`config.mk`:
```
export PLATFORM = sky130hd
export DESIGN_NAME = a1_bus_arbiter_flat
export DESIGN_NICKNAME = d
export VERILOG_FILES = /design/src/include/a1_consts.svh /design/src/verilog/a1_pkg.sv /design/src/verilog/a1_mem_if.sv /design/src/verilog/a1_bus_arbiter.sv /design/src/flat_wrapper.sv
export SDC_FILE = /design/constraint.sdc
export NUM_CORES = 1
export LEC_CHECK = 0
export CAP_MARGIN = 30
export CELL_PAD_IN_SITES_DETAIL_PLACEMENT = 0
export CELL_PAD_IN_SITES_GLOBAL_PLACEMENT = 1
export CORE_AREA = 2 2 39 41
export DETAILED_ROUTE_END_ITERATION = 8
export DIE_AREA = 0 0 41 43
export DONT_BUFFER_PORTS = 1
export GPL_TIMING_DRIVEN = 0
export PLACE_DENSITY = 0.77
export SYNTH_ARGS = -nofsm -noshare
export SYNTH_HDL_FRONTEND = slang
export SYNTH_SLANG_ARGS = --single-unit
```
`constraint.sdc`:
```
create_clock -name vclk -period 1.04
set_clock_uncertainty 0.05 [all_clocks]
set_input_delay 0.156 -clock vclk [all_inputs]
set_output_delay 0.156 -clock vclk [all_outputs]
set_load 0.05 [all_outputs]
```
`src/include/a1_consts.svh`:
```
// core constants
`ifndef A1_CONSTS_SVH
`define A1_CONSTS_SVH

// sys_clock is cpu x 7 x 8
`define A1_PIXEL_DIV 8

// cpu tick every 7 pixel ticks
`define A1_CPU_DIV 56

// low system ram
`define A1_LOW_RAM_BASE 'h0000
`define A1_LOW_RAM_SIZE 16384

// basic ram
`define A1_BASIC_BASE 'hE000
`define A1_BASIC_SIZE 4096

// monitor rom written by the downloader only
`define A1_MONITOR_BASE 'hFF00
`define A1_MONITOR_SIZE 256

// cpu ticks the cpu stays in reset after a reset event
`define A1_RESET_TICKS 2

`endif

```
`src/verilog/a1_pkg.sv`:
```
// core bus and state types
package a1_pkg;

	// one cpu or download address in a 64k space
	typedef logic [15:0] a1_addr_t;

	// one data byte on the memory bus
	typedef logic [7:0] a1_data_t;

	// power-up and boot sequencing
	typedef enum logic [2:0] {
		ST_WAIT_LOCK, // waiting for the pll
		ST_WAIT_ROM,  // pll ok and boot rom not started
		ST_LOADING,   // downloader busy
		ST_RESET,     // cpu held in reset for a few cpu ticks
		ST_RUN        // cpu running
	} a1_boot_state_e;

	// decoded memory regions
	typedef enum logic [1:0] {
		REG_NONE,     // unmapped and reads as zero
		REG_LOW_RAM,  // 0x0000 to 0x3fff
		REG_BASIC,    // 0xe000 to 0xefff
		REG_MONITOR   // 0xff00 to 0xffff and written by the loader only
	} a1_region_e;

endpackage

```
`src/verilog/a1_mem_if.sv`:
```
// memory bus access
`timescale 1ns/1ps

interface a1_mem_if;
	import a1_pkg::*;

	a1_addr_t addr;      // cpu or download address
	a1_data_t wdata;     // write byte
	logic     wr;        // write on every edge while high
	logic     by_loader; // access belongs to the downloader
	a1_data_t rdata;     // read byte one cycle after addr

	// bus owner side
	modport arbiter (
		output addr, wdata, wr, by_loader,
		input  rdata
	);

	// decoder and memories
	modport memory (
		input  addr, wdata, wr, by_loader,
		output rdata
	);

endinterface

```
`src/verilog/a1_bus_arbiter.sv`:
```
// download versus cpu bus arbiter
`timescale 1ns/1ps

module a1_bus_arbiter (
	input  logic             dl_active,
	input  logic             dl_wr,
	input  logic             cpu_wr,
	input  a1_pkg::a1_addr_t dl_addr,
	input  a1_pkg::a1_addr_t cpu_addr,
	input  a1_pkg::a1_data_t dl_data,
	input  a1_pkg::a1_data_t cpu_dout,
	output a1_pkg::a1_data_t bus_dout,
	output logic             led,
	a1_mem_if.arbiter        mem
);

	logic dl_win; // downloader owns this cycle

	assign dl_win = dl_active && dl_wr;

	always_comb begin
		if (dl_win) begin
			mem.addr      = dl_addr;
			mem.wdata     = dl_data;
			mem.wr        = 1'b1;
			mem.by_loader = 1'b1;
		end else begin
			// cpu write lost if it collides with a download
			mem.addr      = cpu_addr;
			mem.wdata     = cpu_dout;
			mem.wr        = cpu_wr;
			mem.by_loader = 1'b0;
		end
	end

	assign bus_dout = mem.rdata; // read data back to the cpu
	assign led      = !dl_win;   // blinks off on download writes

endmodule

```
`src/flat_wrapper.sv`:
```
// flat-port wrapper written by rule: the top's interface ports become plain ports
module a1_bus_arbiter_flat 
  (dl_active, dl_wr, cpu_wr, dl_addr, cpu_addr, dl_data, cpu_dout, bus_dout, led, mem_addr, mem_wdata, mem_wr, mem_by_loader, mem_rdata);
  a1_mem_if mem_i ();
  input  logic dl_active;
  input  logic dl_wr;
  input  logic cpu_wr;
  input  a1_pkg::a1_addr_t dl_addr;
  input  a1_pkg::a1_addr_t cpu_addr;
  input  a1_pkg::a1_data_t dl_data;
  input  a1_pkg::a1_data_t cpu_dout;
  output a1_pkg::a1_data_t bus_dout;
  output logic led;
  output wire logic [$bits(mem_i.addr)-1:0] mem_addr;
  output wire logic [$bits(mem_i.wdata)-1:0] mem_wdata;
  output wire logic [$bits(mem_i.wr)-1:0] mem_wr;
  output wire logic [$bits(mem_i.by_loader)-1:0] mem_by_loader;
  input wire logic [$bits(mem_i.rdata)-1:0] mem_rdata;
  assign mem_addr = mem_i.addr;
  assign mem_wdata = mem_i.wdata;
  assign mem_wr = mem_i.wr;
  assign mem_by_loader = mem_i.by_loader;
  assign mem_i.rdata = mem_rdata;
  a1_bus_arbiter u_core (.dl_active(dl_active), .dl_wr(dl_wr), .cpu_wr(cpu_wr), .dl_addr(dl_addr), .cpu_addr(cpu_addr), .dl_data(dl_data), .cpu_dout(cpu_dout), .bus_dout(bus_dout), .led(led), .mem(mem_i));
endmodule
```
# After elaboration in Yosys (flattened, before gate mapping)
# Cells that the tools add are included.
[word_totals]
out_inout_bits = 35
reg_bits = 0
[classes]
n_reduce_logical = 2
muxes = 4
[op_table]
columns = ["cell", "count"]
rows = [
  ["2-to-1 mux 16 bit", 1],
  ["2-to-1 mux 8 bit", 1],
  ["2-to-1 mux 1 bit", 2],
  ["logical AND 1 bit", 1],
  ["zero test 1 bit", 1],
]

# Depth between registers and ports, before layout
[logic_depth]
depth_word = 2
ltp_mapped = 3
ltp_nobuf = 2

# Worst setup path after synthesis
# OpenSTA, ideal clock, no wires.
[synth_timing]
path_kind = "input-to-output"
startpoint = "input port dl_active"
endpoint = "output port mem_wdata[0]"
arrival_ns = 0.885
t_required_ns = 0.834
cell_stages = 3
setup_slack_ns = -0.051
path_cell_list = "nand2_4 buf_6 mux2_4"
[synth_via]
elab_chain_len = 2
[synth_rtl]
columns = ["element", "line_no", "text"]
rows = [
  ["start: declaration", "flat_wrapper.sv:5", "input logic dl_active;"],
  ["logical AND 1 bit", "a1_bus_arbiter.sv:19", "assign dl_win = dl_active && dl_wr;"],
  ["2-to-1 mux 8 bit", "a1_bus_arbiter.sv:22", "if (dl_win) begin"],
  ["end: declaration", "flat_wrapper.sv:15", "output wire logic [$bits(mem_i.wdata)-1:0] mem_wdata;"],
]
# No other way between the ends.

# Final worst setup path
[layout_timing]
startpoint = "input port dl_wr"
endpoint = "output port mem_addr[7]"
[layout_via]
elab_chain_len = 2
[layout_rtl]
columns = ["element", "line_no", "text"]
rows = [
  ["start: declaration", "flat_wrapper.sv:6", "input logic dl_wr;"],
  ["logical AND 1 bit", "a1_bus_arbiter.sv:19", ""],
  ["2-to-1 mux 16 bit", "a1_bus_arbiter.sv:22", ""],
  ["end: declaration", "flat_wrapper.sv:14", "output wire logic [$bits(mem_i.addr)-1:0] mem_addr;"],
]
# No other way between the ends.

==> impl_metrics.tcl <==
set metrics [dict create \
    status "complete, no violations" \
    cts_hold_buf 0 \
    tightest_slew_ps 516.9 \
    fp.coreArea_um2 1384 \
    worstSetupEndpointType "primary output" \
    p_per_area_nw_per_um2 1082 \
    routed_wl_um 958 \
    cp.arrival_ps 790 \
    synth_compound_area_share_pct 0 \
    power_frac_comb_pct 100.0 \
    path_cells "nand2_8 > buf_8 > mux2_4" \
    period_share_pct 96.11 \
    port_buffers 0 \
    utilization_pct 37.25 \
    cts_setup_buffers 0 \
    synth_top_family_by_area "multiplexers" \
    post-route-drc-count 0 \
    critPathMaxFanout 10 \
    finalInstanceArea_um2 515.5 \
    grt_usage_pct 6.194 \
    critPathSlowestCell "mux2_4" \
    synth-xor-area-share_pct 0 \
    synthToLayoutAreaGrowth_pct 17.71 \
    critical_path.max_stage_delay_ps 400 \
    tns_ps 0 \
    rsz0062_at_grt "no" \
    final_common_cell "mux2_4" \
    power.leakage_nw 0.2725 \
    grt_pass1_wl_um 821 \
    ant_nets 0 \
    slew_viol_final 0 \
    finalWorstSetupSlack_ps 40.43 \
    synth.mux.area_fraction_pct 76.29 \
    use_met2_pct 13.13 \
    via_per_inst 5.527 \
    setup.worst_path.start_class "input pin" \
    ys_seq_area_share_pct 0 \
    syn_nets 96 \
    overflow 0 \
    synthCells 37 \
    antenna_found_initial 0 \
    wl_per_cell_um 17.42 \
    n_clock_buffer 0 \
    die_height_um 43 \
    io_pins 94 \
    detailed_place.area_um2 475.5 \
    switching_power_uw 401.3 \
    nNetsFinal 100 \
    grt_max_degree 11 \
    synth.distinct_cells 7 \
    rows 14 \
    top_usage_layer "met2" \
    synth-simple-area-share_pct 4.000 \
    synthAdderAreaFrac_pct 0 \
    place_congestion 0.6162 \
    first_global_vias 202 \
    seq_area_um2 0 \
    cap_violations 0 \
    met3_usage_pct 0 \
    num_vias 304 \
    initial_core_util_pct 31.65 \
    cp.required_ps 830 \
    worstHoldPathType "input pin to primary output" \
    relSlewSlack_pct 65.68 \
    antenna_cells 0 \
    ys.warnings.count 0 \
    crit_type "input pin to primary output" \
    p_sw_share_pct 71.96 \
    die-area_um2 1763 \
    p_seq_share_pct 0 \
    power_frac_clock_pct 0 \
    met1_usage_pct 6.329 \
    cp_top_family "multiplexers" \
    dp_slack_ps 7.584 \
    finalHoldViolCount 0 \
    min_period_ps 999.6 \
    ir_drop_mv 0.4030 \
    path_buf_inv 1 \
    drt-initial-drc-count 0 \
    layout-drive-gt1-share_pct 94.87 \
    netlist_area_um2 437.9 \
    layout_common_cells "mux2_4 (17), buf_4 (8), mux2_2 (7)" \
    internal-power_uw 156.4 \
    fmax_mhz 1000 \
    seq_cells 0 \
    fp.dieW_um 41 \
    syn_avg_cell_area_um2 11.84 \
    setup_violations 0 \
    dr.pass1.iters 1 \
]
[cells in the mapped netlist, drive strengths merged]
cell | n | area share (%)
inv | 1 | 0.86
nand2 | 1 | 2.6
mux2 | 24 | 76
nand2b | 1 | 1.4
buf | 10 | 19
[power by group through the flow]
stage	clock, mW	sequential [mW]	combinational, mW
after floorplan	0	0	0.534
after global placement	0	0	0.545
after detailed placement	0	0	0.547
after CTS	0	0	0.547
after global routing	0	0	0.572
final	0	0	0.558
[logic make-up (layout without fill, tap and decap cells)]
group                  count (synthesis)  count (layout)
multiplexers                          24              24
buffers and inverters                 11              12
AND/OR/NAND/NOR                        2               3
[path summary, 6_finish.rpt]
kind         start          end  slack (ps)  cells past startpoint
min   mem_rdata[0]  bus_dout[0]         430                      1
max          dl_wr  mem_addr[7]          40                      3
[per-stage QoR]
stage                     instances  hold slack [ps]  power (mW)
final                            55            429.7      0.5577
after floorplan                  37            429.1      0.5336
after detailed placement         53            430.0      0.5467
after CTS                        53            430.0      0.5469
after global routing             55            430.9      0.5723
after global placement           53            430.3      0.5452
[repair_timing]
action / 4_1_cts / 5_1_grt
endpoints found under the hold margin: 0 / 0
resized for setup: 0 / 1
endpoints found under the setup margin: 0 / 17
[area by class of cell]
| type | count | area, µm² |
|---|---|---|
| plain buffers | 10 | 95.09 |
| inverters | 1 | 3.754 |
| fillers | 131 | 868.3 |
| multi-input cells | 27 | 371.6 |
| repair buffers | 1 | 25.02 |
| well taps | 16 | 20.02 |
[metal layers]
metal  wire [µm]  part of all wire (%)  vias up
li1            -                     -      129
met1         255                    27      138
met2         563                    59       37
met3         139                    15        0
met4           0                     0        0
met5           0                     0        -
Note: power is estimated with default switching activity, not from simulation.
