[src/include/a1_consts.svh]
// core constants
`ifndef A1_CONSTS_SVH
`define A1_CONSTS_SVH

// sys_clock is cpu x 7 x 8
`define A1_PIXEL_DIV 8

// cpu tick every 7 pixel ticks
`define A1_CPU_DIV 56

// low system ram
`define A1_LOW_RAM_BASE 'h0000
`define A1_LOW_RAM_SIZE 16384

// basic ram
`define A1_BASIC_BASE 'hE000
`define A1_BASIC_SIZE 4096

// monitor rom written by the downloader only
`define A1_MONITOR_BASE 'hFF00
`define A1_MONITOR_SIZE 256

// cpu ticks the cpu stays in reset after a reset event
`define A1_RESET_TICKS 2

`endif

[src/verilog/a1_pkg.sv]
// core bus and state types
package a1_pkg;

	// one cpu or download address in a 64k space
	typedef logic [15:0] a1_addr_t;

	// one data byte on the memory bus
	typedef logic [7:0] a1_data_t;

	// power-up and boot sequencing
	typedef enum logic [2:0] {
		ST_WAIT_LOCK, // waiting for the pll
		ST_WAIT_ROM,  // pll ok and boot rom not started
		ST_LOADING,   // downloader busy
		ST_RESET,     // cpu held in reset for a few cpu ticks
		ST_RUN        // cpu running
	} a1_boot_state_e;

	// decoded memory regions
	typedef enum logic [1:0] {
		REG_NONE,     // unmapped and reads as zero
		REG_LOW_RAM,  // 0x0000 to 0x3fff
		REG_BASIC,    // 0xe000 to 0xefff
		REG_MONITOR   // 0xff00 to 0xffff and written by the loader only
	} a1_region_e;

endpackage

[src/verilog/a1_boot_fsm.sv]
// boot and reset sequencer
`timescale 1ns/1ps
`include "a1_consts.svh"

module a1_boot_fsm (
	input  logic sys_clock,
	input  logic arst_n,
	input  logic pll_locked,
	input  logic dl_active,
	input  logic reset_request,
	input  logic reset_key,
	input  logic cpu_clken,
	output logic cpu_reset,
	output logic rom_loaded
);
	import a1_pkg::*;

	localparam int TICK_W = $clog2(`A1_RESET_TICKS + 1);

	a1_boot_state_e    state;
	logic              dl_active_q;  // previous dl_active
	logic              reset_key_q;  // previous reset_key
	logic [TICK_W-1:0] tick_cnt;     // cpu ticks seen in ST_RESET
	logic              dl_fall;
	logic              key_rise;
	logic              last_tick;

	assign dl_fall   = dl_active_q && !dl_active;   // download finished
	assign key_rise  = reset_key && !reset_key_q;   // held key resets once
	assign last_tick = cpu_clken && (tick_cnt == TICK_W'(`A1_RESET_TICKS - 1));

	always_ff @(posedge sys_clock or negedge arst_n) begin
		if (!arst_n) begin
			state       <= ST_WAIT_LOCK;
			dl_active_q <= 1'b0;
			reset_key_q <= 1'b0;
			tick_cnt    <= '0;
			rom_loaded  <= 1'b0;
		end else begin
			dl_active_q <= dl_active;
			reset_key_q <= reset_key;
			unique case (state)
				ST_WAIT_LOCK: if (pll_locked) state <= ST_WAIT_ROM;
				ST_WAIT_ROM:  if (dl_active) state <= ST_LOADING;
				ST_LOADING: begin
					if (dl_fall) begin
						rom_loaded <= 1'b1; // sticky from here on
						tick_cnt   <= '0;
						state      <= ST_RESET;
					end
				end
				ST_RESET: begin
					if (reset_request) begin
						tick_cnt <= '0; // restart the count after release
					end else if (last_tick) begin
						state <= ST_RUN;
					end else if (cpu_clken) begin
						tick_cnt <= tick_cnt + 1'b1;
					end
				end
				ST_RUN: begin
					// downloads while running leave the state alone
					if (!pll_locked) begin
						tick_cnt <= '0;
						state    <= rom_loaded ? ST_RESET : ST_WAIT_LOCK;
					end else if (reset_request || key_rise) begin
						tick_cnt <= '0;
						state    <= ST_RESET;
					end
				end
				default: state <= ST_WAIT_LOCK;
			endcase
		end
	end

	assign cpu_reset = (state != ST_RUN); // held in every state but run

	// the cpu only runs once the boot rom is in
	a_run_needs_rom: assert property (
		@(posedge sys_clock) disable iff (!arst_n)
		!cpu_reset |-> rom_loaded
	);

endmodule

[config.mk]
export PLATFORM = sky130hd
export DESIGN_NAME = a1_boot_fsm
export DESIGN_NICKNAME = d
export VERILOG_FILES = /design/src/verilog/a1_pkg.sv /design/src/verilog/a1_boot_fsm.sv
export VERILOG_INCLUDE_DIRS = /design/src /design/src/include
export SDC_FILE = /design/constraint.sdc
export NUM_CORES = 1
export LEC_CHECK = 0
export BUFFER_PORTS_ARGS = -buffer_cell sky130_fd_sc_hd__buf_2
export CORE_AREA = 2 2 39 41
export CTS_BUF_LIST = sky130_fd_sc_hd__clkbuf_8
export CTS_CLUSTER_SIZE = 28
export DETAILED_ROUTE_END_ITERATION = 7
export DIE_AREA = 0 0 41 43
export GPL_ROUTABILITY_DRIVEN = 1
export GPL_TIMING_DRIVEN = 0
export PLACE_DENSITY = 0.57
export SLEW_MARGIN = 10
export SYNTH_ARGS = -nofsm -noshare
export SYNTH_HDL_FRONTEND = slang
export SYNTH_SLANG_ARGS = --single-unit
[constraint.sdc]
create_clock -name sys_clock -period 1.9 [get_ports sys_clock]
set_input_delay 0.095 -clock sys_clock [delete_from_list [all_inputs] [get_ports sys_clock]]
set_output_delay 0.095 -clock sys_clock [all_outputs]
set_load 0.05 [all_outputs]
Word-level counts from Yosys, hierarchy flattened
Index checks and enable logic that the tools add are counted.

Register bits: 8. Input port bits: 7. Output and inout bits: 2. Word-level logic and storage cells: 47.

Add/subtract/negate cells: 1. Equality and inequality tests: 14. Multiplexer cells: 16. Reductions and logical operators: 11.

Operators by type and width (count): two-way mux 3 bit (7); one-hot mux 3 bit (5 select lines) (1); two-way mux 2 bit (7); != test 3 bit, second input constant (4); != test 2 bit, second input constant (5); equality test 3 x 2 -> 1 bit, second input constant (2); one-hot mux 2 bit (3 select lines) (1); AND reduction 6 bit (1); AND reduction 5 bit (1); equality test 3 x 1 -> 1 bit, second input constant (1); equality test 3 bit, second input constant (1); logical AND 1 bit (3); zero test 3 bit (1); nonzero test 3 bit (1); adder 2 x 1 -> 2 bit, second input constant (1); equality test 2 x 1 -> 1 bit, second input constant (1); zero test 1 bit (2); AND reduction 2 bit (1); logical OR 1 bit (1).

Longest topological paths before layout
Word-level depth: 6. Mapped depth: 6. Mapped depth without buffers: 6.

Worst setup path before layout
No wires, ideal clock.

Path kind: flip-flop to flip-flop. Start point: reg state[0]. End point: reg state[0]. Library setup time: 82 ps. Data arrival time: 1371 ps. Required time: 1818 ps. Slack: 447 ps. Cell stages (with the launch flop): 6. Buffers on the path: 2. Period minus slack after synthesis: 1453 ps. Path through: dfrtp_1 -> buf_6 -> or3_1 -> buf_2 -> o211a_1 -> o22ai_1.

Word-level cells in the longest chain between the ends: 3. Elaborated cells between the ends (all ways): 13. Classes of those cells: 10 x eq/ne; 1 x mux; 2 x reduce/logical.

RTL lines: start, declared (RTL line a1_boot_fsm.sv:20) `a1_boot_state_e state;`; start signal, assigned (RTL line a1_boot_fsm.sv:65) `state <= rom_loaded ? ST_RESET : ST_WAIT_LOCK;`; equality test 3 bit, or another cell as far along (RTL line a1_boot_fsm.sv:42) `unique case (state)`; != test 3 bit (no source line) / != test 2 bit (equally long branches); AND reduction 6 bit (no source line).

Parallel ways exist; a longest one is shown, timed or not. A chain may end at the register's enable or synchronous reset.

Worst setup path in the final report
Start point: reg state[1]. End point: out cpu_reset.

Word-level cells in the longest chain between the ends: 1.

RTL lines: != test 3 bit (RTL line a1_boot_fsm.sv:76) `assign cpu_reset = (state != ST_RUN);`; end, declared (RTL line a1_boot_fsm.sv:13) `output logic cpu_reset,`.

No other way between the ends.

==> reports/results.ini <==
[timing]
rsz0062_at_grt = no
fin_crit_sh = 0.810
finalSetupViolCount = 0
period_needed_ps = 1540
hold_violations = 0
fin_worst_skew_ps = 0.521
finalMaxSlewViolations = 0
tightest_slew_ps = 354
slew_headroom = 0.762
finalSetupTns_ps = 0
clock.fmax_ghz = 0.650

[logic_synthesis]
postSynth.asyncResetShare = 1.00
synth.top_cell.area_share = 0.429
synth_edf_count = 0
synth.cell_area_um2 = 467
yosysMostFrequentCell = dfrtp_1
synthCells = 50
yosys.area.top_type = dfrtp_1
synth_cell_types = 27
synth_warnings = 0
ys_ff_latch = 8
synth_fp_nets = 58
synth_flop_cell = dfrtp_1
synth.avg_cell_area_um2 = 9.33
synthTopCellsByArea = dfrtp_1, o21ai_0, and2b_2
yosysSeqAreaShare = 0.429
synthTopCellsByCount = dfrtp_1, o21ai_0, inv_1, nand2_1

[worst_setup_path]
critPathSlowestCell = dfrtp_1
reg2reg_setup_slack_ps = 450
cp-end-kind = output pin
arrival_ps = 1440
slowest_delay_ps = 450
cpMostUsedCell = buf_2
worstSetupPathType = reg2out
crit_required_ps = 1800
crit_fanout = 8
startpoint_type = register
path_cells = or3_1 -> buf_2 -> buf_2

[route]
dr.first_iter.drc_count = 11
wl_per_cell_um = 12.3
routed_wl_um = 973
detail_route.vias_per_cell = 5.08
drc = 0
first_pass_iters = 4
vias = 401
antenna_left = 0

[floorplanning]
die_area_mm2 = 0.00176
die_h_um = 43
die_x_um = 41
rows = 14
ioPinCount = 9
initial_core_util = 0.337
core_area_mm2 = 0.00138

[clock_tree]
cts_buffer_depth = 2
cts.repair.resized = 0
cts_tree = done
clk_pin_slew_worst_paths_ps = 40
clk_latency_ps = 220
hold_buffers = 2
post-cts-setup-buffer-count = 0
cts_buffers = 3
cts.sinks = 8
ctsHtreeMaxLevel = 1
cts_root_buf = clkbuf_8

[placement]
port_buffers = 8
dp_hpwl_um = 758
place_area_um2 = 527
gp_congestion = 0.755

[final_layout]
num_antenna_cells = 0
fin_nets = 73
layout-area-overhead-vs-synth_pct = 26.0
final_core_util = 0.425
layout-drive-gt1-share = 0.270
design_area_um2 = 588
fillers = 153

[global_routing]
antenna_found_initial = 0
grt_pass1_wl_um = 1550
grt_max_degree = 10
grt_pass1_vias = 393
grtUsageTotal = 0.130
grt_overflow = 0

[pwr]
p_clk_frac = 0.276
power_density_mw_per_mm2 = 1210
p_total_mw = 0.712
switching_power_mw = 0.242
p_int_mw = 0.470
leakage_nw = 0.238
seq_power_share = 0.354
switching_share = 0.340
p_comb_frac = 0.370
ir_worst_vdd_mv = 0.731

[worst_hold_path]
hp-class = in2reg

[flow_run]
max_cap_violations = 0

[status]
status = finished clean

-- worst max-delay path: cells and delay by family (launching register included) --
family	cells	cell delay [ps]
buffers and inverters	2	370
AND/OR/NAND/NOR	1	400
flip-flops	1	450
-- per-stage QoR --
step	cells	worst slack [ps]	hold slack, ps
after floorplan	50	447	-201
after global placement	74	501	-58.3
after detailed placement	74	453	-51.6
after CTS	79	354	3.06
after global routing	79	325	0.495
final	79	361	7.34
-- final cells by class --
class                      count  area, um2  area share
multi-input combinational     36        235       0.400
sequential                     8        200       0.340
timing repair buffer          10       60.1       0.102
clock buffer                   3       41.3      0.0702
tap                           16       20.0      0.0340
buffer                         2       16.3      0.0277
inverter                       4       15.0      0.0255
-- metal layers --
layer	wire (um)	up-vias	track usage
li1	-	208	-
met5	0	-	0
met2	459	7	0.197
met1	468	186	0.157
met3	45	0	0.0785
met4	0	0	0.0200
-- final timing paths --
kind	from	to	cells after the start
worst max register to register	state[1]$_DFFE_PN0P_	state[0]$_DFFE_PN0P_	4
worst min-delay path	dl_active	dl_active_q$_DFF_PN0_	1
worst max-delay path	state[1]$_DFFE_PN0P_	cpu_reset	3
worst min register to register	rom_loaded$_DFFE_PN0P_	rom_loaded$_DFFE_PN0P_	1
max in group asynchronous	arst_n	tick_cnt[1]$_DFFE_PN0P_	2
min in group asynchronous	arst_n	state[0]$_DFFE_PN0P_	2
-- sequential cells by signal, summed over array words and instances (netlist names) --
| signal | flops |
|---|---|
| tick_cnt | 2 |
| state | 3 |
| reset_key_q | 1 |
| rom_loaded | 1 |
| dl_active_q | 1 |
-- cell families after synthesis --
family | Yosys count | synth area share
and+or+nand+nor | 18 | 0.239
AOI/OAI and AO/OA | 17 | 0.239
DFF | 8 | 0.429
buffers and inverters | 6 | 0.0670
adders and majority gates | 1 | 0.0268
-- power by group through the flow --
stage	logic (mW)	registers, mW	clock network (mW)
2_1_floorplan	0.204	0.246	0
3_3_place_gp	0.258	0.253	0
3_5_place_dp	0.262	0.255	0
4_1_cts	0.268	0.252	0.206
5_1_grt	0.302	0.257	0.215
6_report	0.264	0.252	0.196
-- placed cells by master (no fill, tap or decap), drive strengths merged --
| cell type | instances |
|---|---|
| dfrtp | 8 |
| clkbuf | 3 |
| nor2b | 1 |
| and2b | 3 |
| buf | 10 |
| o31ai | 2 |
| nand2 | 3 |
| nand2b | 2 |
| nand4bb | 1 |
| o211a | 1 |
| a31oi | 1 |
| nor4b | 1 |
| nor4 | 1 |
| nor3 | 2 |
| nor2 | 2 |
| inv | 4 |
| a31o | 1 |
| ha | 1 |
| o22ai | 2 |
| or3 | 2 |
| dlygate4sd3 | 2 |
| a21oi | 2 |
| a2111o | 1 |
| o211ai | 1 |
| o21ai | 6 |
(Power assumes the default switching activity.)
