==> config.mk <==
export PLATFORM = sky130hd
export DESIGN_NAME = a1_clock_enables
export DESIGN_NICKNAME = d
export VERILOG_FILES = /design/src/verilog/a1_clock_enables.sv
export VERILOG_INCLUDE_DIRS = /design/src /design/src/include
export SDC_FILE = /design/constraint.sdc
export NUM_CORES = 1
export LEC_CHECK = 0
export BUFFER_PORTS_ARGS = -buffer_cell sky130_fd_sc_hd__buf_2
export CELL_PAD_IN_SITES_DETAIL_PLACEMENT = 0
export CELL_PAD_IN_SITES_GLOBAL_PLACEMENT = 1
export CORE_AREA = 2 2 39 41
export CTS_BUF_LIST = sky130_fd_sc_hd__clkbuf_16
export CTS_CLUSTER_SIZE = 30
export DETAILED_ROUTE_END_ITERATION = 7
export DIE_AREA = 0 0 41 43
export GPL_TIMING_DRIVEN = 0
export PLACE_DENSITY_LB_ADDON = 0.1
export SLEW_MARGIN = 20
export SYNTH_ARGS = -nofsm -noshare
export SYNTH_HDL_FRONTEND = slang
export SYNTH_SLANG_ARGS = --single-unit
==> constraint.sdc <==
create_clock -name sys_clock -period 1.2 [get_ports sys_clock]
set_input_delay 0.24 -clock sys_clock [delete_from_list [all_inputs] [get_ports sys_clock]]
set_output_delay 0.24 -clock sys_clock [all_outputs]
set_load 0.05 [all_outputs]
==> src/include/a1_consts.svh <==
// core constants
`ifndef A1_CONSTS_SVH
`define A1_CONSTS_SVH

// sys_clock is cpu x 7 x 8
`define A1_PIXEL_DIV 8

// cpu tick every 7 pixel ticks
`define A1_CPU_DIV 56

// low system ram
`define A1_LOW_RAM_BASE 'h0000
`define A1_LOW_RAM_SIZE 16384

// basic ram
`define A1_BASIC_BASE 'hE000
`define A1_BASIC_SIZE 4096

// monitor rom written by the downloader only
`define A1_MONITOR_BASE 'hFF00
`define A1_MONITOR_SIZE 256

// cpu ticks the cpu stays in reset after a reset event
`define A1_RESET_TICKS 2

`endif

==> src/verilog/a1_clock_enables.sv <==
// pixel and cpu clock enables
`timescale 1ns/1ps
`include "a1_consts.svh"

module a1_clock_enables (
	input  logic sys_clock,
	input  logic arst_n,
	output logic pixel_clken,
	output logic cpu_clken
);

	localparam int PIX_W     = $clog2(`A1_PIXEL_DIV);
	localparam int CPU_RATIO = `A1_CPU_DIV / `A1_PIXEL_DIV; // pixel ticks per cpu tick
	localparam int RATIO_W   = $clog2(CPU_RATIO);

	logic [PIX_W-1:0]   pix_cnt;   // sys cycles within one pixel
	logic [RATIO_W-1:0] ratio_cnt; // pixel ticks within one cpu tick
	logic               pix_wrap;
	logic               cpu_wrap;

	assign pix_wrap = (pix_cnt == PIX_W'(`A1_PIXEL_DIV - 1));
	assign cpu_wrap = pix_wrap && (ratio_cnt == RATIO_W'(CPU_RATIO - 1)); // only on a pixel wrap

	always_ff @(posedge sys_clock or negedge arst_n) begin
		if (!arst_n) begin
			pix_cnt     <= '0;
			ratio_cnt   <= '0;
			pixel_clken <= 1'b0;
			cpu_clken   <= 1'b0;
		end else begin
			pix_cnt <= pix_wrap ? '0 : pix_cnt + 1'b1;
			if (pix_wrap) begin
				ratio_cnt <= cpu_wrap ? '0 : ratio_cnt + 1'b1;
			end
			// registered so the first pulse lands exactly DIV cycles after reset
			pixel_clken <= pix_wrap;
			cpu_clken   <= cpu_wrap;
		end
	end

	// a cpu tick sits on a pixel tick that ends a full pixel period
	a_cpu_on_pixel: assert property (
		@(posedge sys_clock) disable iff (!arst_n)
		cpu_clken |-> pixel_clken && $past(pixel_clken, `A1_PIXEL_DIV)
	);

endmodule

### Word level (Yosys, flattened, before mapping)

Index checks and enable logic that the tools add are counted.

* add/subtract/negate cells: 2
* equality and inequality tests: 2
* multiplexer cells: 2
* reduce and logical (&&, ||, !) cells: 1

Operators with widths (number)
* 3-bit by 1-bit adder with 3-bit output (second input constant): 2
* 3-bit equality test (second input constant): 2
* 3-bit two-way mux: 2
* 1-bit logical AND: 1

* register bits: 8
* bits of input ports: 2
* output and inout port bits: 2
* logic and storage cells: 11

### Depth between registers and ports, before layout

Gate-level depths: netlist (run 1).

* depth in word-level cells: 3
* depth in mapped cells: 4
* gate-level depth less buffers: 4

### Worst setup path before layout (run 1)

OpenSTA, ideal clock, no wires.

* path kind: register -> register
* start: register pix_cnt[0]
* end: register ratio_cnt[2]
* library setup time: 82 ps
* arrival time: 1080 ps
* data required time: 1118 ps
* setup slack: 39 ps
* cell stages (with the launch flop): 5
* path buffers: 0
* period minus slack after synthesis: 1161 ps
* cell sequence: dfrtp_1 ha_1 ha_1 a21o_2 a31oi_1

* longest elaborated chain between the ends: 3

Ends and longest elaborated chain
* start, declared: RTL line a1_clock_enables.sv:16 `logic [PIX_W-1:0] pix_cnt;`
* start signal, assigned: RTL line a1_clock_enables.sv:31 `pix_cnt <= pix_wrap ? '0 : pix_cnt + 1'b1;`
* 3-bit equality test (*): RTL line a1_clock_enables.sv:21 `` assign pix_wrap = (pix_cnt == PIX_W'(`A1_PIXEL_DIV - 1)); ``
* via pix_wrap: RTL line a1_clock_enables.sv:18 `logic pix_wrap;`
* 1-bit logical AND: RTL line a1_clock_enables.sv:22 `assign cpu_wrap = pix_wrap && (ratio_cnt == RATIO_W'(CPU_RATIO - 1));`
* 3-bit two-way mux: RTL line a1_clock_enables.sv:33 `ratio_cnt <= cpu_wrap ? '0 : ratio_cnt + 1'b1;`
* end signal, assigned: RTL line a1_clock_enables.sv:33
* end, declared: RTL line a1_clock_enables.sv:17 `logic [RATIO_W-1:0] ratio_cnt;`

Mark *: on every way through the listed nets, which the timed path passes. The rest lies on a longest branch.
A chain may end at the register's enable or synchronous reset.

### Worst setup path in the final report (run 1)

Ends and elaborated chain as after synthesis.

==> results.md, run 1 <==
* Status: finished clean
* Post-Synth Adder-Cell Area at 18.7%
* Max VDD drop at 1.15 mV
* DR vias at 205
* GRT busiest layer: met2
* Die width at 41 um
* Tmin final at 1.14 ns
* Share of power burned in registers at 32.8%
* Pleak at 0.224 nW
* Inserted Diodes at 0
* Cell Area, Synth at 335 um^2
* Most frequent CP cell: ha_2
* Post-Syn Nets at 32
* Final max-slew violation count at 0
* Largest net degree at the start of global routing at 9
* # fillers at 148
* Endpoints failing hold at 0
* Worst Reg-to-Reg Cells at 4
* Vias in the first global route at 247
* Syn Area/Cell at 13.4 um^2
* Logic pwr share at 1.0%
* RR Endpoint: ratio_cnt[2]
* Crit path to: ratio_cnt[2]
* Area of the multi-input gates at 135 um^2
* Met1 global-route usage at 9.30%
* PortBufs at 3
* Post-synthesis mux area share at 0%
* RSZ-0062 raised after global routing: no
* Synth Area in Simple Gates at 10.1%
* Worst-path clk slew at 0.04 ns
* Initial Util at 24.2%
* Final Skew at 0.00295 ns
* Critical Path End Type: flop
* TritonCTS clock tree: built
* Worst setup path startpoint: pix_cnt[0]
* Worst relative slew slack at 83.5%
* Layout cells sized above 1 at 34.4%
* Synth Area in Compound Gates at 9.33%
* Initial antenna violation count at 0
* Ports at 4
* Clock sinks at 8
* Met3 usage at 6.28%
* Internal Power at 703 uW
* Max incr delay on CP at 0.38 ns
* Total Power at 828 uW
* Clock buffer count from CTS at 3
* Met2 usage in global routing at 13.1%
* Max_cap viols at 0
* Worst endpoint data arrival time at 1.29 ns
* Xor-xnor portion of the synthesized cell area at 0%
* GRT Overall Usage at 9.53%
* NetSw at 124 uW
* Grt ovf at 0
* Worst-path cell chain: ha_2 > ha_2 > a21o_2 > a31oi_1
* Detail Route Antenna Nets at 0
* Unique masters post-synth at 11
* Worst Hold Margin at 0.385 ns
* Finish-stage setup viols at 0
* YS warnings at 0
* Gpl congestion at 0.604
* Sequential standard cell area at 200 um^2
* Worst Tran Pin Value at 0.249 ns
* Die area at 0.00176 mm^2
* Core footprint at 0.00138 mm^2
* H-tree level count at 1
* Worst Path Buf+Inv at 0
* Global-route wire length before repair at 1.01 mm
* Post-DP HPWL at 409 um
* Row count at 14
* Postcts setup bufs at 0
* Crit Path Class: flop to flop
* Worst path slowest cell: dfrtp_1
* Mapped Cells at 25
* Delay-heaviest family, CP: flip-flops
* Critical Path Stages at 4
* Sequential share of the synthesized area at 59.7%
* R2R setup slack at 0.06 ns
* # DRC at 0
* R2r startpoint: pix_cnt[0]
* Syn-to-layout area delta at 38.1%
* Setup crit start kind: flop
* Total Wirelength at 537 um
* Die Ht at 43 um
* Longest Clk Path Bufs at 2
* Final nets at 41
* DRT Pass-1 Iters at 1
* Yosys reg bits at 8
* Crit path max fanout at 3
* Drt initial violations at 0
* Period utilization at 95.4%
* CTS root buf: clkbuf_16
* Clock share of power at 66.2%
* Post-DR wirelength/cell at 11.2 um
* Main combinational cell family by area after synthesis: adder cells
* Critical Path RT at 1.34 ns
* Switching share of power at 15.0%
* Upper clock frequency limit at 874 MHz
* Via density at 4.27
* PwrDens at 1790 mW/mm^2
* Hold crit path type: input port to async pin
* Clock latency on the worst-skew pair at 0.23 ns
[flip-flops by register name, summed over array words and instances (netlist names)]
register and cells:
pixel_clken 1, pix_cnt 3, ratio_cnt 3, cpu_clken 1
[layout make-up]
cell class              instances  area share (%)
flip-flops and latches          8            43.2
multi-input cells              15            29.2
clock buffers                   3            16.2
repair buffers                  4            5.41
well taps                      16            4.32
inverters                       2            1.62
[cell usage after synthesis, drive strengths merged]
cell type / count / area [um^2]
a21o: 1 / 8.76
ha: 5 / 62.6
inv: 2 / 7.51
nand2b: 3 / 18.8
o21ai: 1 / 5.00
a31oi: 1 / 6.26
and3: 1 / 11.3
dfrtp: 8 / 200
nor2: 1 / 3.75
a21oi: 1 / 5.00
o22ai: 1 / 6.26
[worst min-delay path by stage]
stage | slack (ns) | endpoint | cells past startpoint | start
after floorplan | -0.06 | cpu_clken | 0 | arst_n
after global placement | 0.09 | ratio_cnt[1] | 1 | arst_n
after detailed placement | 0.09 | ratio_cnt[1] | 1 | arst_n
after global routing | 0.43 | ratio_cnt[1] | 2 | arst_n
final | 0.39 | ratio_cnt[1] | 2 | arst_n
after CTS | 0.39 | ratio_cnt[1] | 2 | arst_n
[per-stage QoR]
stage | cell area (um^2) | worst slack (ns) | std cells | util [%] | setup TNS (ns)
CTS | 463 | 0.0109 | 48 | 33.5 | 0
global route | 463 | 0.000310 | 48 | 33.5 | 0
detailed placement | 370 | -0.0421 | 44 | 26.8 | -0.0546
floorplan | 335 | 0.0386 | 25 | - | 0
global placement | 370 | -0.0146 | 44 | 26.8 | -0.0146
finish | 463 | 0.0555 | 48 | 33.5 | 0
[kinds of logic after synthesis]
family                     after synthesis
AOI/OAI and AO/OA                        5
and+or+nand+nor                          5
adders and majority gates                5
DFF                                      8
buffers and inverters                    2
[layer usage]
layer | part of all wire, % | wire [um]
met5 | 0 | 0
met4 | 0 | 0
met2 | 53 | 283
met3 | 5.6 | 30
met1 | 42 | 223
[power by group through the flow]
stage / logic [mW] / registers (mW) / clock network, mW
6_report: 0.00864 / 0.271 / 0.548
5_1_grt: 0.0110 / 0.271 / 0.581
3_5_place_dp: 0.00691 / 0.275 / 0
2_1_floorplan: 0.0000000777 / 0.275 / 0
4_1_cts: 0.00922 / 0.271 / 0.564
3_3_place_gp: 0.00647 / 0.275 / 0
[repair_timing]
item | CTS | global route
hold buffers | 1 | 0
gates resized for setup | 3 | 0
pin swaps | 0 | 1
endpoints found under the setup margin | 2 | 1
hold endpoints to repair | 8 | 0
[placed cells by master, fill, tap and decap left out]
master	synthesis	routed
a21o_2	1	1
a21oi_1	1	1
a31oi_1	1	1
and3_4	1	1
buf_2	0	3
clkbuf_16	0	3
dfrtp_1	8	8
dlygate4sd3_1	0	1
ha_1	5	2
ha_2	0	3
inv_1	2	2
nand2b_1	3	3
nor2_1	1	1
o21ai_1	1	1
o22ai_1	1	1
Note: power is estimated with default switching activity, not from simulation.
==> run 2, diff against run 1 <==
--- a/config.mk
+++ b/config.mk
@@ -16,6 +16,7 @@
 export DIE_AREA = 0 0 41 43
 export GPL_TIMING_DRIVEN = 0
 export PLACE_DENSITY_LB_ADDON = 0.1
+export RECOVER_POWER = 25
 export SLEW_MARGIN = 20
 export SYNTH_ARGS = -nofsm -noshare
 export SYNTH_HDL_FRONTEND = slang
==> run 2 against run 1 <==
Clock power barely moved; register-to-register slack is essentially flat; utilization down 0.090 points; non-clock buffer count unchanged; wire length is 0.56% lower; hold slack improved by 0.059 ns; largest cell class unchanged; highest routed layer unchanged.
==> results.md, run 2 (same netlist as run 1, synthesis figures left out) <==
* Critical Path End Type: flop (unchanged)
* # fillers at 146 (was 148)
* Worst Tran Pin Value at 0.426 ns (was 0.249 ns)
* NetSw at 124 uW (about the same)
* Most frequent cells in the layout: dfrtp_1 (8), nand2b_1 (3), ha_2 (3), clkbuf_16 (3) (was dfrtp_1 (8), nand2b_1 (3), ha_2 (3), clkbuf_16 (3), buf_2 (3))
* Hold wc startpoint: pix_cnt[0]
* # DRC at 0 (unchanged)
* Vias in the first global route at 247 (unchanged)
* Worst Hold Margin at 0.444 ns (was 0.385 ns)
* Post-DP HPWL at 409 um (unchanged)
* R2R setup slack at 0.06 ns (about the same)
* Setup crit start kind: flop (unchanged)
* Endpoints failing hold at 0 (unchanged)
* Clock share of power at 66.2% (about the same)
* Post-route cell area at 462 um^2 (was 463 um^2)
* Hold path depth at 1
* Die Ht at 43 um (unchanged)
* Share of power burned in registers at 32.8% (about the same)
* Drt initial violations at 0 (unchanged)
* Switching share of power at 15.0% (about the same)
* Pleak at 0.221 nW (was 0.224 nW)
* Area of the multi-input gates at 135 um^2 (unchanged)
* Logic pwr share at 1.0% (about the same)
* Detail Route Antenna Nets at 0 (unchanged)
* Final Skew at 0.00295 ns (unchanged)
* Crit Path Class: flop to flop (unchanged)
* Upper clock frequency limit at 874 MHz (unchanged)
* Internal Power at 703 uW (about the same)
* Initial Util at 24.2% (unchanged)
* Top Registers: pix_cnt x3, ratio_cnt x3 (unchanged)
* Hold crit path type: flop to flop (was input port to async pin)
* Die width at 41 um (unchanged)
* Core footprint at 0.00138 mm^2 (unchanged)
* Global-route wire length before repair at 1.01 mm (unchanged)
* Worst-path clk slew at 0.03 ns (was 0.04 ns)
* Finished Layout Cells at 48 (unchanged)
* Grt ovf at 0 (unchanged)
* Final nets at 41 (unchanged)
* Postcts setup bufs at 0 (unchanged)
* Gpl congestion at 0.604 (unchanged)
* Finish-stage setup viols at 0 (unchanged)
* GRT Overall Usage at 9.53% (unchanged)
* H-tree level count at 1 (unchanged)
* Longest Clk Path Bufs at 2 (unchanged)
* Die area at 0.00176 mm^2 (unchanged)
* Sum Neg Setup Slack at 0 ns (unchanged)
* Tmin final at 1.14 ns (unchanged)
* DRT Pass-1 Iters at 1 (unchanged)
* Critical Path RT at 1.34 ns (about the same)
* Layout cells sized above 1 at 31.3% (was 34.4%)
* Hold Path End: pix_cnt[0]
* Clock buffer count from CTS at 3 (unchanged)
* R2r startpoint: pix_cnt[0] (unchanged)
* Worst relative slew slack at 71.6% (was 83.5%)
* RSZ-0062 raised after global routing: no (unchanged)
* PortBufs at 3 (unchanged)
* Most common cell after layout, fill and taps aside: dfrtp_1 (unchanged)
* Max VDD drop at 1.15 mV (about the same)
* Row count at 14 (unchanged)
* TritonCTS clock tree: built (unchanged)
* CTS root buf: clkbuf_16 (unchanged)
* Worst Reg-to-Reg Cells at 4 (unchanged)
* Largest net degree at the start of global routing at 9 (unchanged)
* RR Endpoint: ratio_cnt[2] (unchanged)
* Dpl cell area at 370 um^2 (unchanged)
* Worst endpoint data arrival time at 1.29 ns (about the same)
* Total Wirelength at 534 um (was 537 um)
* Inserted Diodes at 0 (unchanged)
* Final max-slew violation count at 0 (unchanged)
* DR vias at 205 (unchanged)
* PwrDens at 1790 mW/mm^2 (about the same)
* Ports at 4 (unchanged)
* Crit path max fanout at 3 (unchanged)
* Status: finished clean (unchanged)
* Initial antenna violation count at 0 (unchanged)
* Post-DR wirelength/cell at 11.1 um (was 11.2 um)
* Sequential standard cell area at 200 um^2 (unchanged)
* Syn-to-layout area delta at 37.7% (was 38.1%)
* Max_cap viols at 0 (unchanged)
* Clock sinks at 8 (unchanged)
* Clock latency on the worst-skew pair at 0.23 ns (about the same)
* Placed insts at 44 (unchanged)
* Period utilization at 95.4% (unchanged)
* Via density at 4.27 (unchanged)
-- run 2: area by class of cell --
type | count | area share [%]
clock buffer | 3 | 16.3
multi-input combinational | 15 | 29.3
sequential | 8 | 43.4
tap | 16 | 4.34
inverter | 2 | 1.63
timing repair buffer | 4 | 5.15
-- run 2: stage by stage --
step                utilization (%)  setup slack, ns  power (mW)
finish                         33.4           0.0555       0.827
global route                   33.4         0.000310       0.862
CTS                            33.5           0.0109       0.845
detailed placement             26.8          -0.0421       0.282
global placement               26.8          -0.0146       0.281
floorplan                         -           0.0386       0.275
-- run 2: critical path, stage by stage (launching register included) --
cell     delay (ns)
dfrtp_1        0.38
ha_2           0.20
ha_2           0.18
a21o_2         0.18
a31oi_1        0.12
-- run 2: power groups by stage --
stage | registers (mW) | logic (mW) | clock network [mW]
3_3_place_gp | 0.275 | 0.00647 | 0
6_report | 0.271 | 0.00814 | 0.548
4_1_cts | 0.271 | 0.00922 | 0.564
3_5_place_dp | 0.275 | 0.00691 | 0
5_1_grt | 0.271 | 0.0105 | 0.581
2_1_floorplan | 0.275 | 0.0000000777 | 0
-- run 2: worst max-delay path by stage --
stage,startpoint,to,cells after the start
2_1_floorplan,pix_cnt[0],ratio_cnt[2],4
4_1_cts,pix_cnt[0],ratio_cnt[2],4
3_3_place_gp,pix_cnt[0],ratio_cnt[2],4
5_1_grt,pix_cnt[0],ratio_cnt[2],4
6_report,pix_cnt[0],ratio_cnt[2],4
3_5_place_dp,pix_cnt[0],ratio_cnt[2],4
-- run 2: layer usage --
metal | routed length [um] | vias to the layer above | part of all wire (%) | GRT usage (%)
met3 | 30 | 0 | 5.6 | 6.28
met4 | 0 | 0 | 0 | 8.00
li1 | - | 99 | - | -
met5 | 0 | - | 0 | 0
met1 | 220 | 103 | 41 | 9.30
met2 | 283 | 3 | 53 | 13.1
-- run 2: timing repair --
action | in CTS | in global routing
setup endpoints to repair | 2 | 1
pin swaps | 0 | 1
hold endpoints to repair | 8 | 0
resized for setup | 3 | 0
hold buffers | 1 | 0
==> run 3, diff against run 2 <==
--- a/config.mk
+++ b/config.mk
@@ -15,7 +15,8 @@
 export DETAILED_ROUTE_END_ITERATION = 7
 export DIE_AREA = 0 0 41 43
 export GPL_TIMING_DRIVEN = 0
-export PLACE_DENSITY_LB_ADDON = 0.1
+export MAX_ROUTING_LAYER = met4
+export PLACE_DENSITY = 0.53
 export RECOVER_POWER = 25
 export SLEW_MARGIN = 20
 export SYNTH_ARGS = -nofsm -noshare
==> constraint.sdc (replaced) <==
create_clock -name sys_clock -period 1.33 [get_ports sys_clock]
set_input_delay 0.266 -clock sys_clock [delete_from_list [all_inputs] [get_ports sys_clock]]
set_output_delay 0.266 -clock sys_clock [all_outputs]
set_load 0.05 [all_outputs]
==> run 3 against run 2 <==
Via count is 2.0% lower; register-to-register slack better by 0.06 ns; flip-flop and latch count stayed put; global-route usage is 1.1 points lower; non-clock buffer count stayed put; sequential share of layout area is 0.72 points higher; hold slack worse by 0.017 ns; wire length is 3.4% higher; setup slack better by 0.056 ns; utilization is 0.54 points lower; final cell count stayed put; final area is 1.6% lower.
==> results.md, run 3 (same netlist as run 1, synthesis figures left out) <==
* Period utilization at 91.6% (was 95.4%)
* CTS root buf: clkbuf_16 (unchanged)
* Gpl congestion at 0.646 (was 0.604)
* Finish-stage setup viols at 0 (unchanged)
* Total Wirelength at 552 um (was 534 um)
* RSZ-0062 raised after global routing: no (unchanged)
* Worst Tran Pin Value at 0.445 ns (was 0.426 ns)
* Setup crit start kind: flop (unchanged)
* Most frequent CP cell: ha_1 (was ha_2)
* Endpoints failing hold at 0 (unchanged)
* Drt initial violations at 5 (was 0)
* Delay-heaviest family, CP: adder cells (was flip-flops)
* Sum Neg Setup Slack at 0 ns (unchanged)
* Clock latency on the worst-skew pair at 0.23 ns (about the same)
* Postcts setup bufs at 0 (unchanged)
* Worst relative slew slack at 70.3% (was 71.6%)
* Post-CTS Hold Buffers at 1 (unchanged)
* DRT Pass-1 Iters at 2 (was 1)
* Row count at 14 (unchanged)
* Tmin final at 1.22 ns (was 1.14 ns)
* H-tree level count at 1 (unchanged)
* Hold crit path type: flop to flop (unchanged)
* Post-DR wirelength/cell at 11.5 um (was 11.1 um)
* Max VDD drop at 0.654 mV (was 1.15 mV)
* Final Skew at 0.00180 ns (was 0.00295 ns)
* Via density at 4.19 (was 4.27)
* Die width at 41 um (unchanged)
* DR WL met3 at 30 um (unchanged)
* CTS-repair resized insts at 0 (was 3)
* Final nets at 41 (unchanged)
* Worst-path clk slew at 0.04 ns (was 0.03 ns)
* Clock sinks at 8 (unchanged)
* Max_cap viols at 0 (unchanged)
* Die area at 0.00176 mm^2 (unchanged)
* TritonCTS clock tree: built (unchanged)
* Layout cells sized above 1 at 21.9% (was 31.3%)
* Initial Util at 24.2% (unchanged)
* Routed met2 length at 293 um (was 283 um)
* Max incr delay on CP at 0.37 ns (was 0.38 ns)
* Crit path max fanout at 3 (unchanged)
* Max Used Layer: met3 (unchanged)
* Critical Path End Type: flop (unchanged)
* Core footprint at 0.00138 mm^2 (unchanged)
* Clock buffer count from CTS at 3 (unchanged)
* Final max-slew violation count at 0 (unchanged)
* Most frequent cells in the layout: dfrtp_1 (8), ha_1 (5), nand2b_1 (3), clkbuf_16 (3) (was dfrtp_1 (8), nand2b_1 (3), ha_2 (3), clkbuf_16 (3))
* Crit Path Class: flop to flop (unchanged)
* Ports at 4 (unchanged)
* Initial antenna violation count at 0 (unchanged)
* Top Registers: pix_cnt x3, ratio_cnt x3 (unchanged)
* Wire length on met1 at 228 um (was 220 um)
* Pleak at 0.229 nW (was 0.221 nW)
* Upper clock frequency limit at 821 MHz (was 874 MHz)
* Worst Path Buf+Inv at 0 (unchanged)
* Longest Clk Path Bufs at 2 (unchanged)
* # DRC at 0 (unchanged)
* Die Ht at 43 um (unchanged)
* Worst-path cell chain: ha_1 > ha_1 > a21o_2 > a31oi_1 (was ha_2 > ha_2 > a21o_2 > a31oi_1)
* Inserted Diodes at 0 (unchanged)
* Syn-to-layout area delta at 35.4% (was 37.7%)
* DR vias at 201 (was 205)
* Critical Path RT at 1.48 ns (was 1.34 ns)
* Grt ovf at 0 (unchanged)
* Status: finished clean (unchanged)
* Global-route wire length before repair at 910 um (was 1.01 mm)
* GRT Overall Usage at 8.42% (was 9.53%)
* Largest net degree at the start of global routing at 9 (unchanged)
* Worst endpoint data arrival time at 1.37 ns (was 1.29 ns)
* Most common cell after layout, fill and taps aside: dfrtp_1 (unchanged)
* PortBufs at 3 (unchanged)
* Detail Route Antenna Nets at 0 (unchanged)
* Worst path slowest cell: dfrtp_1 (unchanged)
* PwrDens at 1660 mW/mm^2 (was 1790 mW/mm^2)
* Vias in the first global route at 208 (was 247)
* Fin util at 32.8% (was 33.4%)
[run 3: layout make-up]
| type | instances | area, um^2 |
|---|---|---|
| well taps | 16 | 20.0 |
| flip-flops and latches | 8 | 200 |
| fillers | 146 | 930 |
| repair buffers | 4 | 23.8 |
| inverters | 2 | 7.51 |
| multi-input cells | 15 | 128 |
| clock buffers | 3 | 75.1 |
[run 3: worst paths after layout]
kind	endpoint	start	cells after the start	slack, ns
worst min register to register	pix_cnt[0]	pix_cnt[0]	1	0.43
worst min-delay path	pix_cnt[0]	pix_cnt[0]	1	0.43
worst max register to register	ratio_cnt[2]	pix_cnt[0]	4	0.11
min in group asynchronous	pix_cnt[0]	arst_n	2	0.49
max in group asynchronous	pixel_clken	arst_n	2	0.53
worst max-delay path	ratio_cnt[2]	pix_cnt[0]	4	0.11
[run 3: power by group]
| part | internal, mW | leakage [nW] | switching, mW |
|---|---|---|---|
| clock network | 0.387 | 0.0370 | 0.115 |
| registers | 0.245 | 0.0973 | 0 |
| logic | 0.00254 | 0.0943 | 0.00501 |
| total | 0.635 | 0.229 | 0.120 |
[run 3: stage by stage]
stage	power, mW	setup WS (ns)	hold slack, ns	cell area (um^2)	std cells
final	0.754	0.112	0.427	454	48
after global placement	0.254	0.141	0.112	370	44
after floorplan	0.248	0.169	-0.0296	335	25
after global routing	0.781	0.0230	0.462	454	48
after CTS	0.766	0.104	0.425	455	48
after detailed placement	0.254	0.116	0.117	370	44
[run 3: routing by layer]
metal | vias to the layer above | GRT usage (%)
li1 | 99 | -
met1 | 98 | 9.30
met2 | 4 | 11.9
met3 | 0 | 3.14
met4 | 0 | 6.00
met5 | - | -
